--- src/ddr2_front_pkg.sv ---
package ddr2_front_pkg;

	// pin command encoding, {ras_n, cas_n, we_n}
	typedef enum logic [2:0] {
		MRST = 3'b000, // mode register set
		ARSR = 3'b001, // auto refresh
		PRCH = 3'b010, // precharge
		ACTV = 3'b011, // activate row
		WRTE = 3'b100,
		READ = 3'b101,
		BTRM = 3'b110, // burst terminate
		NOOP = 3'b111
	} ddr2_cmd_e;

	localparam int CKE_WAIT_CYCLES    = 512;
	localparam int INIT_STEP_CYCLES   = 32;
	localparam int INIT_SETTLE_CYCLES = 256;
	localparam int INIT_STEPS         = 11;
	localparam int REFRESH_INTERVAL   = 780;
	localparam int TRP_CYCLES         = 4;
	localparam int TRFC_CYCLES        = 16;
	localparam int QUEUE_DEPTH        = 4;

	// counter and pointer widths
	localparam int INIT_CNT_W = $clog2(CKE_WAIT_CYCLES);
	localparam int STEP_W     = $clog2(INIT_STEPS);
	localparam int REF_CNT_W  = $clog2(REFRESH_INTERVAL);
	localparam int HOLD_CNT_W = $clog2(TRFC_CYCLES);
	localparam int QPTR_W     = $clog2(QUEUE_DEPTH);
	localparam int QCNT_W     = QPTR_W + 1;

	typedef struct packed {
		ddr2_cmd_e   cmd;
		logic [2:0]  bank;
		logic [13:0] addr;
	} init_step_t;

	localparam init_step_t INIT_SEQ [INIT_STEPS] = '{
		'{PRCH, 3'd1, 14'h400}, // precharge all
		'{MRST, 3'd2, 14'h000}, // emr2
		'{MRST, 3'd3, 14'h000}, // emr3
		'{MRST, 3'd1, 14'h780}, // emr, ocd default
		'{MRST, 3'd0, 14'h532}, // mr with dll reset
		'{PRCH, 3'd0, 14'h400},
		'{ARSR, 3'd0, 14'h400},
		'{ARSR, 3'd0, 14'h400},
		'{MRST, 3'd0, 14'h432}, // mr, dll reset cleared
		'{MRST, 3'd1, 14'h780},
		'{MRST, 3'd1, 14'h400}  // emr, ocd exit
	};

endpackage

--- src/ddr2_cmd_if.sv ---
`timescale 1ns/100ps

interface ddr2_cmd_if;

	logic                      cke;
	ddr2_front_pkg::ddr2_cmd_e cmd;
	logic [13:0]               addr;
	logic [2:0]                bank;
	logic                      done; // init finished, stays high

	modport source (
		output cke,
		output cmd,
		output addr,
		output bank,
		output done
	);

	modport sink (
		input cke,
		input cmd,
		input addr,
		input bank,
		input done
	);

endinterface

--- src/ddr2_initializer.sv ---
`timescale 1ns/100ps

module ddr2_initializer (
	input  logic       CLK_n,
	input  logic       RST,
	ddr2_cmd_if.source init
);

	typedef enum logic [1:0] {
		PH_CKE_WAIT,
		PH_STEP,
		PH_SETTLE,
		PH_DONE
	} phase_e;

	phase_e                                phase;
	logic [ddr2_front_pkg::INIT_CNT_W-1:0] cnt; // shared by every phase
	logic [ddr2_front_pkg::STEP_W-1:0]     step; // index into the sequence table
	logic                                  cnt_hit;

	// terminal count of the current phase
	always_comb begin
		case (phase)
			PH_CKE_WAIT: begin
				cnt_hit = (cnt == ddr2_front_pkg::INIT_CNT_W'(
					ddr2_front_pkg::CKE_WAIT_CYCLES - 1));
			end
			PH_STEP: begin
				cnt_hit = (cnt == ddr2_front_pkg::INIT_CNT_W'(
					ddr2_front_pkg::INIT_STEP_CYCLES - 1));
			end
			PH_SETTLE: begin
				cnt_hit = (cnt == ddr2_front_pkg::INIT_CNT_W'(
					ddr2_front_pkg::INIT_SETTLE_CYCLES - 1));
			end
			default: begin
				cnt_hit = 1'b0;
			end
		endcase
	end

	always_ff @(posedge CLK_n) begin
		if (!RST) begin
			phase     <= PH_CKE_WAIT;
			cnt       <= '0;
			step      <= '0;
			init.cke  <= 1'b0;
			init.cmd  <= ddr2_front_pkg::NOOP;
			init.addr <= '0;
			init.bank <= '0;
			init.done <= 1'b0;
		end else begin
			init.cmd <= ddr2_front_pkg::NOOP; // idle between steps

			if (phase != PH_DONE) begin
				if (cnt_hit) begin
					cnt <= '0;
				end else begin
					cnt <= cnt + 1'b1;
				end
			end

			if (cnt_hit) begin
				case (phase)
					PH_CKE_WAIT: begin
						init.cke <= 1'b1; // clock stable, leave power down
						phase    <= PH_STEP;
					end
					PH_STEP: begin
						init.cmd  <= ddr2_front_pkg::INIT_SEQ[step].cmd;
						init.addr <= ddr2_front_pkg::INIT_SEQ[step].addr;
						init.bank <= ddr2_front_pkg::INIT_SEQ[step].bank;
						if (step == ddr2_front_pkg::STEP_W'(ddr2_front_pkg::INIT_STEPS - 1)) begin
							phase <= PH_SETTLE;
						end else begin
							step <= step + 1'b1;
						end
					end
					PH_SETTLE: begin
						init.done <= 1'b1; // hand the pins to the arbiter
						phase     <= PH_DONE;
					end
					default: begin
						phase <= PH_DONE;
					end
				endcase
			end
		end
	end

	// every sequence command is followed by a full gap of NOOPs
	a_step_spacing: assert property (
		@(posedge CLK_n) disable iff (!RST)
		(init.cke && init.cmd != ddr2_front_pkg::NOOP) |=>
			(init.cmd == ddr2_front_pkg::NOOP) [*(ddr2_front_pkg::INIT_STEP_CYCLES - 1)]
	);

	// nothing but NOOP while cke is still low
	a_noop_before_cke: assert property (
		@(posedge CLK_n) disable iff (!RST)
		!init.cke |-> init.cmd == ddr2_front_pkg::NOOP
	);

endmodule

--- src/ddr2_refresh_timer.sv ---
`timescale 1ns/100ps

module ddr2_refresh_timer (
	input  logic CLK_n,
	input  logic RST,
	input  logic enable,
	output logic refresh_req,
	input  logic refresh_ack
);

	logic [ddr2_front_pkg::REF_CNT_W-1:0] interval_cnt;
	logic                                 expired;

	assign expired = (interval_cnt == ddr2_front_pkg::REF_CNT_W'(
		ddr2_front_pkg::REFRESH_INTERVAL - 1));

	always_ff @(posedge CLK_n) begin
		if (!RST) begin
			interval_cnt <= '0;
			refresh_req  <= 1'b0;
		end else if (refresh_ack) begin
			interval_cnt <= '0; // next interval starts at the ack
			refresh_req  <= 1'b0;
		end else if (enable && !refresh_req) begin
			if (expired) begin
				interval_cnt <= '0;
				refresh_req  <= 1'b1; // held until acknowledged
			end else begin
				interval_cnt <= interval_cnt + 1'b1;
			end
		end
	end

	// a request is only withdrawn by the arbiter's ack
	a_req_sticky: assert property (
		@(posedge CLK_n) disable iff (!RST)
		$fell(refresh_req) |-> $past(refresh_ack)
	);

endmodule

--- src/ddr2_cmd_arbiter.sv ---
`timescale 1ns/100ps

module ddr2_cmd_arbiter (
	input  logic                      CLK_n,
	input  logic                      RST,
	ddr2_cmd_if.sink                  init,
	input  logic                      refresh_req,
	output logic                      refresh_ack,
	input  logic                      user_valid,
	input  ddr2_front_pkg::ddr2_cmd_e user_cmd,
	input  logic [13:0]               user_addr,
	input  logic [2:0]                user_bank,
	output logic                      credit_return,
	output logic                      ready,
	output logic                      cke,
	output ddr2_front_pkg::ddr2_cmd_e cmd_pin,
	output logic [13:0]               addr_pin,
	output logic [2:0]                bank_pin
);

	typedef enum logic [2:0] {
		R_IDLE,
		R_PRCH,
		R_TRP,
		R_ARSR,
		R_TRFC,
		R_ACK
	} ref_state_e;

	ref_state_e                            rstate;
	logic [ddr2_front_pkg::HOLD_CNT_W-1:0] hold_cnt; // trp and trfc spacing

	ddr2_front_pkg::ddr2_cmd_e           q_cmd  [ddr2_front_pkg::QUEUE_DEPTH];
	logic [13:0]                         q_addr [ddr2_front_pkg::QUEUE_DEPTH];
	logic [2:0]                          q_bank [ddr2_front_pkg::QUEUE_DEPTH];
	logic [ddr2_front_pkg::QPTR_W-1:0]   wr_ptr;
	logic [ddr2_front_pkg::QPTR_W-1:0]   rd_ptr;
	logic [ddr2_front_pkg::QCNT_W-1:0]   count;
	logic                                full;
	logic                                empty;
	logic                                accept;
	logic                                issue;
	logic                                issue_d; // queued command now on the pins

	ddr2_front_pkg::ddr2_cmd_e nxt_cmd;
	logic [13:0]               nxt_addr;
	logic [2:0]                nxt_bank;

	assign full        = (count == ddr2_front_pkg::QCNT_W'(ddr2_front_pkg::QUEUE_DEPTH));
	assign empty       = (count == '0);
	assign accept      = user_valid && ready && !full;
	assign issue       = ready && (rstate == R_IDLE) && !refresh_req && !empty;
	assign refresh_ack = (rstate == R_ACK);

	// next pin word, initializer until done, then refresh or queue head
	always_comb begin
		nxt_cmd  = ddr2_front_pkg::NOOP;
		nxt_addr = addr_pin; // hold address lines on NOOP
		nxt_bank = bank_pin;
		if (!init.done) begin
			nxt_cmd  = init.cmd;
			nxt_addr = init.addr;
			nxt_bank = init.bank;
		end else if (rstate == R_PRCH) begin
			nxt_cmd  = ddr2_front_pkg::PRCH;
			nxt_addr = 14'h400; // a10 high, all banks
			nxt_bank = 3'd0;
		end else if (rstate == R_ARSR) begin
			nxt_cmd = ddr2_front_pkg::ARSR;
		end else if (issue) begin
			nxt_cmd  = q_cmd[rd_ptr];
			nxt_addr = q_addr[rd_ptr];
			nxt_bank = q_bank[rd_ptr];
		end
	end

	always_ff @(posedge CLK_n) begin
		if (accept) begin
			q_cmd[wr_ptr]  <= user_cmd;
			q_addr[wr_ptr] <= user_addr;
			q_bank[wr_ptr] <= user_bank;
		end
	end

	always_ff @(posedge CLK_n) begin
		if (!RST) begin
			cke           <= 1'b0;
			cmd_pin       <= ddr2_front_pkg::NOOP;
			addr_pin      <= '0;
			bank_pin      <= '0;
			ready         <= 1'b0;
			wr_ptr        <= '0;
			rd_ptr        <= '0;
			count         <= '0;
			issue_d       <= 1'b0;
			credit_return <= 1'b0;
			rstate        <= R_IDLE;
			hold_cnt      <= '0;
		end else begin
			cke           <= init.cke;
			cmd_pin       <= nxt_cmd;
			addr_pin      <= nxt_addr;
			bank_pin      <= nxt_bank;
			ready         <= init.done;
			issue_d       <= issue;
			credit_return <= issue_d; // one cycle behind the pin

			if (accept) begin
				wr_ptr <= wr_ptr + 1'b1;
			end
			if (issue) begin
				rd_ptr <= rd_ptr + 1'b1;
			end
			if (accept && !issue) begin
				count <= count + 1'b1;
			end else if (issue && !accept) begin
				count <= count - 1'b1;
			end

			case (rstate)
				R_IDLE: begin
					if (refresh_req) begin
						rstate <= R_PRCH; // queue stalls from here
					end
				end
				R_PRCH: begin
					hold_cnt <= '0;
					rstate   <= R_TRP;
				end
				R_TRP: begin
					if (hold_cnt == ddr2_front_pkg::HOLD_CNT_W'(ddr2_front_pkg::TRP_CYCLES - 1)) begin
						hold_cnt <= '0;
						rstate   <= R_ARSR;
					end else begin
						hold_cnt <= hold_cnt + 1'b1;
					end
				end
				R_ARSR: begin
					rstate <= R_TRFC;
				end
				R_TRFC: begin
					if (hold_cnt == ddr2_front_pkg::HOLD_CNT_W'(ddr2_front_pkg::TRFC_CYCLES - 1)) begin
						hold_cnt <= '0;
						rstate   <= R_ACK;
					end else begin
						hold_cnt <= hold_cnt + 1'b1;
					end
				end
				default: begin
					rstate <= R_IDLE; // ack cycle
				end
			endcase
		end
	end

	// the user side spends credits, so it never finds the queue full
	a_no_overflow: assert property (
		@(posedge CLK_n) disable iff (!RST)
		user_valid |-> !full
	);

	// no user traffic while the initializer owns the pins
	a_valid_after_ready: assert property (
		@(posedge CLK_n) disable iff (!RST)
		user_valid |-> ready
	);

endmodule

--- src/ddr2_front.sv ---
`timescale 1ns/100ps

module ddr2_front (
	input  logic                      CLK_n,
	input  logic                      RST,
	input  logic                      user_valid,
	input  ddr2_front_pkg::ddr2_cmd_e user_cmd,
	input  logic [13:0]               user_addr,
	input  logic [2:0]                user_bank,
	output logic                      credit_return,
	output logic                      ready,
	output logic                      cke,
	output ddr2_front_pkg::ddr2_cmd_e cmd_pin,
	output logic [13:0]               addr_pin,
	output logic [2:0]                bank_pin
);

	ddr2_cmd_if init_bus ();

	logic refresh_req;
	logic refresh_ack;

	ddr2_initializer u_init (
		.CLK_n (CLK_n),
		.RST   (RST),
		.init  (init_bus)
	);

	// refresh interval only runs once init is done
	ddr2_refresh_timer u_refresh (
		.CLK_n       (CLK_n),
		.RST         (RST),
		.enable      (init_bus.done),
		.refresh_req (refresh_req),
		.refresh_ack (refresh_ack)
	);

	ddr2_cmd_arbiter u_arb (
		.CLK_n         (CLK_n),
		.RST           (RST),
		.init          (init_bus),
		.refresh_req   (refresh_req),
		.refresh_ack   (refresh_ack),
		.user_valid    (user_valid),
		.user_cmd      (user_cmd),
		.user_addr     (user_addr),
		.user_bank     (user_bank),
		.credit_return (credit_return),
		.ready         (ready),
		.cke           (cke),
		.cmd_pin       (cmd_pin),
		.addr_pin      (addr_pin),
		.bank_pin      (bank_pin)
	);

endmodule

--- config.mk ---
export PLATFORM = sky130hd
export DESIGN_NAME = ddr2_front
export DESIGN_NICKNAME = d
export VERILOG_FILES = /design/src/ddr2_front_pkg.sv /design/src/ddr2_cmd_if.sv /design/src/ddr2_initializer.sv /design/src/ddr2_refresh_timer.sv /design/src/ddr2_cmd_arbiter.sv /design/src/ddr2_front.sv
export SDC_FILE = /design/constraint.sdc
export NUM_CORES = 1
export LEC_CHECK = 0
export ABC_AREA = 1
export BUFFER_PORTS_ARGS = -buffer_cell sky130_fd_sc_hd__buf_4
export CAP_MARGIN = 0
export CORE_ASPECT_RATIO = 1.2
export CORE_UTILIZATION = 30
export DETAILED_ROUTE_END_ITERATION = 8
export HOLD_SLACK_MARGIN = 0.15
export PLACE_DENSITY = 0.44
export SYNTH_ARGS = -nofsm -noshare
export SYNTH_HDL_FRONTEND = slang
export SYNTH_SLANG_ARGS = --single-unit
export TNS_END_PERCENT = 20
--- constraint.sdc ---
create_clock -name CLK_n -period 4.3 [get_ports CLK_n]
set_clock_uncertainty 0.05 [all_clocks]
set_input_delay 0.215 -clock CLK_n [delete_from_list [all_inputs] [get_ports CLK_n]]
set_output_delay 0.215 -clock CLK_n [all_outputs]
set_load 0.1 [all_outputs]
==> run_results.csv <==
group,metric,value,unit
route,drt-total-wl,14.5,mm
outcome,status,"complete, no violations",
placement,dp.cells,1009,
die,core-area,0.0217,mm²
critical_path,required,4560,ps
critical_path,reg2reg_from,"u_arb.rstate[0]$_SDFFE_PN0P_",
clock_network,clockRootBuffer,"clkbuf_16",
critical_path,crit_path_end_kind,"register",
placement,port_buffers,45,
min_path,min_path_type,"in2reg",
pwr,peakVddDrop,0.272,mV
die,fp.dieW,138,µm
placement,hpwlAfterDp,9.79,mm
grt,antenna_found_initial,0,
critical_path,cp_max_fo,17,
logic_synthesis,seq_area_frac_synth,59.3,%
critical_path,r2r_cells,9,
die,num_io_pins,46,
critical_path,rr_endpoint,"u_arb.count[1]$_SDFFE_PN0P_",
finish,drive_above_1_share,13.3,%
route,wl_per_cell,13.6,µm
die,die_h,165,µm
grt,grt_max_degree,38,
clock_network,cts_tree,"done",
flow_run,max_cap_violations,0,
finish,final_nets,819,
logic_synthesis,syn_area_per_cell,9.42,µm²
timing,hold_viol,0,
critical_path,cp-start-kind,"register",
grt,grt_pass1_vias,4708,
critical_path,r2r_slack,2010,ps
logic_synthesis,synthesis.nets,751,
pwr,power.density,393,mW/mm²
finish,synthToLayoutAreaGrowth,21.0,%
finish,antenna_cells,0,
critical_path,crit_end,"u_arb.count[1]$_SDFFE_PN0P_",
clock_network,clock_latency,420,ps
logic_synthesis,yosysUniqueCellTypes,40,
grt,grt_pass1_wl,23.6,mm
critical_path,path_class,"reg2reg",
critical_path,cp.arrival,2550,ps
clock_network,htreeDepth,4,
logic_synthesis,syn_area,0.00665,mm²
logic_synthesis,synth_area_leaders,"edfxtp_1 36%, dfxtp_1 23%, nand2_1 7.2%",
clock_network,clkTransAtPathRegs,60,ps
route,drt_iter0_markers,183,
finish,fin_cells,1061,
placement,gp_congestion,0.737,
timing,maxSlewViolCount,0,
timing,rsz0062_at_grt,"false",
route,drt-pass1-iter-count,5,
logic_synthesis,ys_seq_elements,157,
timing,worstMarginPinSlew,1220,ps
route,postRouteAntennaNets,0,
timing,fin_tns_setup,0,ps
logic_synthesis,yosysWarnings,0,
logic_synthesis,synth.top_cell.area_share,36.1,%
timing,setup_violations,0,
route,via_count,4775,
critical_path,startpoint,"u_arb.rstate[0]$_SDFFE_PN0P_",
clock_network,clock-sinks,157,
die,rows,59,
clock_network,cts.path.max_buffers,2,
die,start_util,30.6,%
logic_synthesis,syn_inst,706,
grt,globalRoute.totalOverflow,0,
timing,final.period_utilization,53.3,%
timing,slew-limit-headroom,18.5,%
logic_synthesis,synth_top_cell_by_area,"edfxtp_1",
timing,fin_crit,2290,ps
clock_network,numCtsBuffers,17,
die,fp.dieArea,0.0228,mm²
pwr,static-leakage-power,3.03,nW
timing,fmax,437,MHz
grt,track_usage,13.8,%
route,viasPerCell,4.50,
route,drc,0,
clock_network,post-cts-setup-buffers,0,
[cells in the mapped netlist (all sizes together)]
master,number
clkinv,1
mux2i,1
clkbuf,7
or2,2
inv,67
nand3b,2
edfxtp,80
dfxtp,77
nor2,133
fa,1
a31oi,2
xor2,10
xnor2,2
o211ai,4
nor3b,1
a21oi,32
o22ai,9
ha,21
nor3,8
o21ai,69
buf,14
o31ai,1
nand2,129
nand3,26
nand4,4
a21boi,3
[placed cells by master (no fill, tap or decap), types with 2 or more instances in the layout]
| cell type | netlist | final |
|---|---|---|
| nand2_1 | 127 | 127 |
| nor2_1 | 126 | 124 |
| edfxtp_1 | 80 | 80 |
| dfxtp_1 | 77 | 77 |
| o21ai_0 | 64 | 64 |
| inv_1 | 62 | 62 |
| buf_4 | 3 | 50 |
| a21oi_1 | 32 | 32 |
| nand3_1 | 22 | 22 |
| ha_1 | 21 | 21 |
| dlygate4sd3_1 | 0 | 20 |
| clkbuf_16 | 0 | 17 |
| xor2_1 | 10 | 10 |
| o22ai_1 | 9 | 9 |
| nor3_1 | 8 | 8 |
| nor2_2 | 2 | 4 |
| nor2_4 | 4 | 4 |
| inv_2 | 4 | 4 |
| o211ai_1 | 4 | 4 |
| o21ai_1 | 4 | 4 |
| nand3_2 | 4 | 4 |
| a21boi_0 | 3 | 3 |
| nand4_1 | 3 | 3 |
| clkinv_2 | 0 | 3 |
| clkinv_4 | 0 | 3 |
| inv_6 | 0 | 3 |
| nand2_2 | 2 | 2 |
| nand3b_1 | 2 | 2 |
| xnor2_1 | 2 | 2 |
| a31oi_1 | 2 | 2 |
| bufinv_16 | 0 | 2 |
| inv_8 | 0 | 2 |
[report_power, final]
group	switching, W	total (W)	leakage (nW)	internal, W
Sequential	0.00000686	0.00158	1.34	0.00158
Clock	0.000630	0.00150	0.288	0.000865
Combinational	0.0000458	0.0000849	1.40	0.0000390
Total	0.000683	0.00316	3.03	0.00248
[how the worst min path moves through the flow]
stage	from	endpoint	slack, ps	depth (start not counted)
3_5_place_dp	u_arb.issue_d$_SDFF_PN0_	u_arb.credit_return$_SDFF_PN0_	360	2
6_report	RST	u_arb.credit_return$_SDFF_PN0_	160	3
5_1_grt	RST	u_arb.credit_return$_SDFF_PN0_	180	3
4_1_cts	RST	u_arb.credit_return$_SDFF_PN0_	150	3
2_1_floorplan	user_addr[0]	u_arb.q_addr[0][0]$_DFFE_PP_	260	0
3_3_place_gp	u_arb.issue_d$_SDFF_PN0_	u_arb.credit_return$_SDFF_PN0_	360	2
[layer usage]
| layer | vias to the layer above | routed length (µm) | global-route usage, % |
|---|---|---|---|
| met5 | - | 0 | 0 |
| met4 | 0 | 218 | 4.89 |
| met3 | 17 | 378 | 2.75 |
| met2 | 57 | 7240 | 23.8 |
| met1 | 2233 | 6650 | 17.0 |
| li1 | 2468 | - | - |
[area by class of cell]
cell class / count / area (µm²)
timing repair buffer: 70 / 576
fill: 2214 / 13700
inverter: 68 / 258
sequential: 157 / 3940
tap: 274 / 343
clock buffer: 17 / 425
clock inverter: 15 / 163
multi-input combinational: 460 / 2340
[critical path, stage by stage, from the launching register on]
cell and delay, ps:
dfxtp_1 350, nor2_2 180, nand4_2 130, nor2_4 370, inv_1 150, ha_1 230
inv_1 110, fa_1 410, o21ai_0 150, nor2_1 60
[stage by stage]
stage / worst slack (ps) / total power [W] / utilization, % / hold slack [ps] / area, µm²
6_report: 2010 / 0.00316 / 37.1 / 163 / 8050
5_1_grt: 1750 / 0.00327 / 37.1 / 177 / 8050
4_1_cts: 1920 / 0.00320 / 37.1 / 152 / 8050
3_5_place_dp: 1930 / 0.00169 / 33.4 / 358 / 7260
3_3_place_gp: 1960 / 0.00169 / 33.4 / 359 / 7260
2_1_floorplan: 1580 / 0.00165 / - / 264 / 6650
[sequential cells by signal, summed over array words and instances (netlist names), 3 cells and up, named ones only]
| signal | count |
|---|---|
| u_arb.q_addr | 56 |
| u_arb.addr_pin | 14 |
| u_arb.q_bank | 12 |
| u_arb.q_cmd | 12 |
| u_refresh.interval_cnt | 10 |
| u_init.cnt | 9 |
| u_arb.hold_cnt | 4 |
| u_init.init.addr | 4 |
| u_init.step | 4 |
| u_arb.bank_pin | 3 |
| u_arb.cmd_pin | 3 |
| u_arb.count | 3 |
| u_arb.rstate | 3 |
| u_init.init.cmd | 3 |
[what timing repair did]
item | in CTS | in global routing
hold buffers | 20 | 0
resized for setup | 0 | 0
endpoints found under the hold margin | 80 | 0
[logic make-up after synthesis]
group / share of synthesized area [%]
DFF: 59.3
AOI/OAI and AO/OA: 9.60
xor gates and xnor gates: 1.58
adders and majority gates: 4.25
and+or+nand+nor: 19.5
buffers and inverters: 5.61
muxes: 0.151
(Power assumes the default switching activity.)
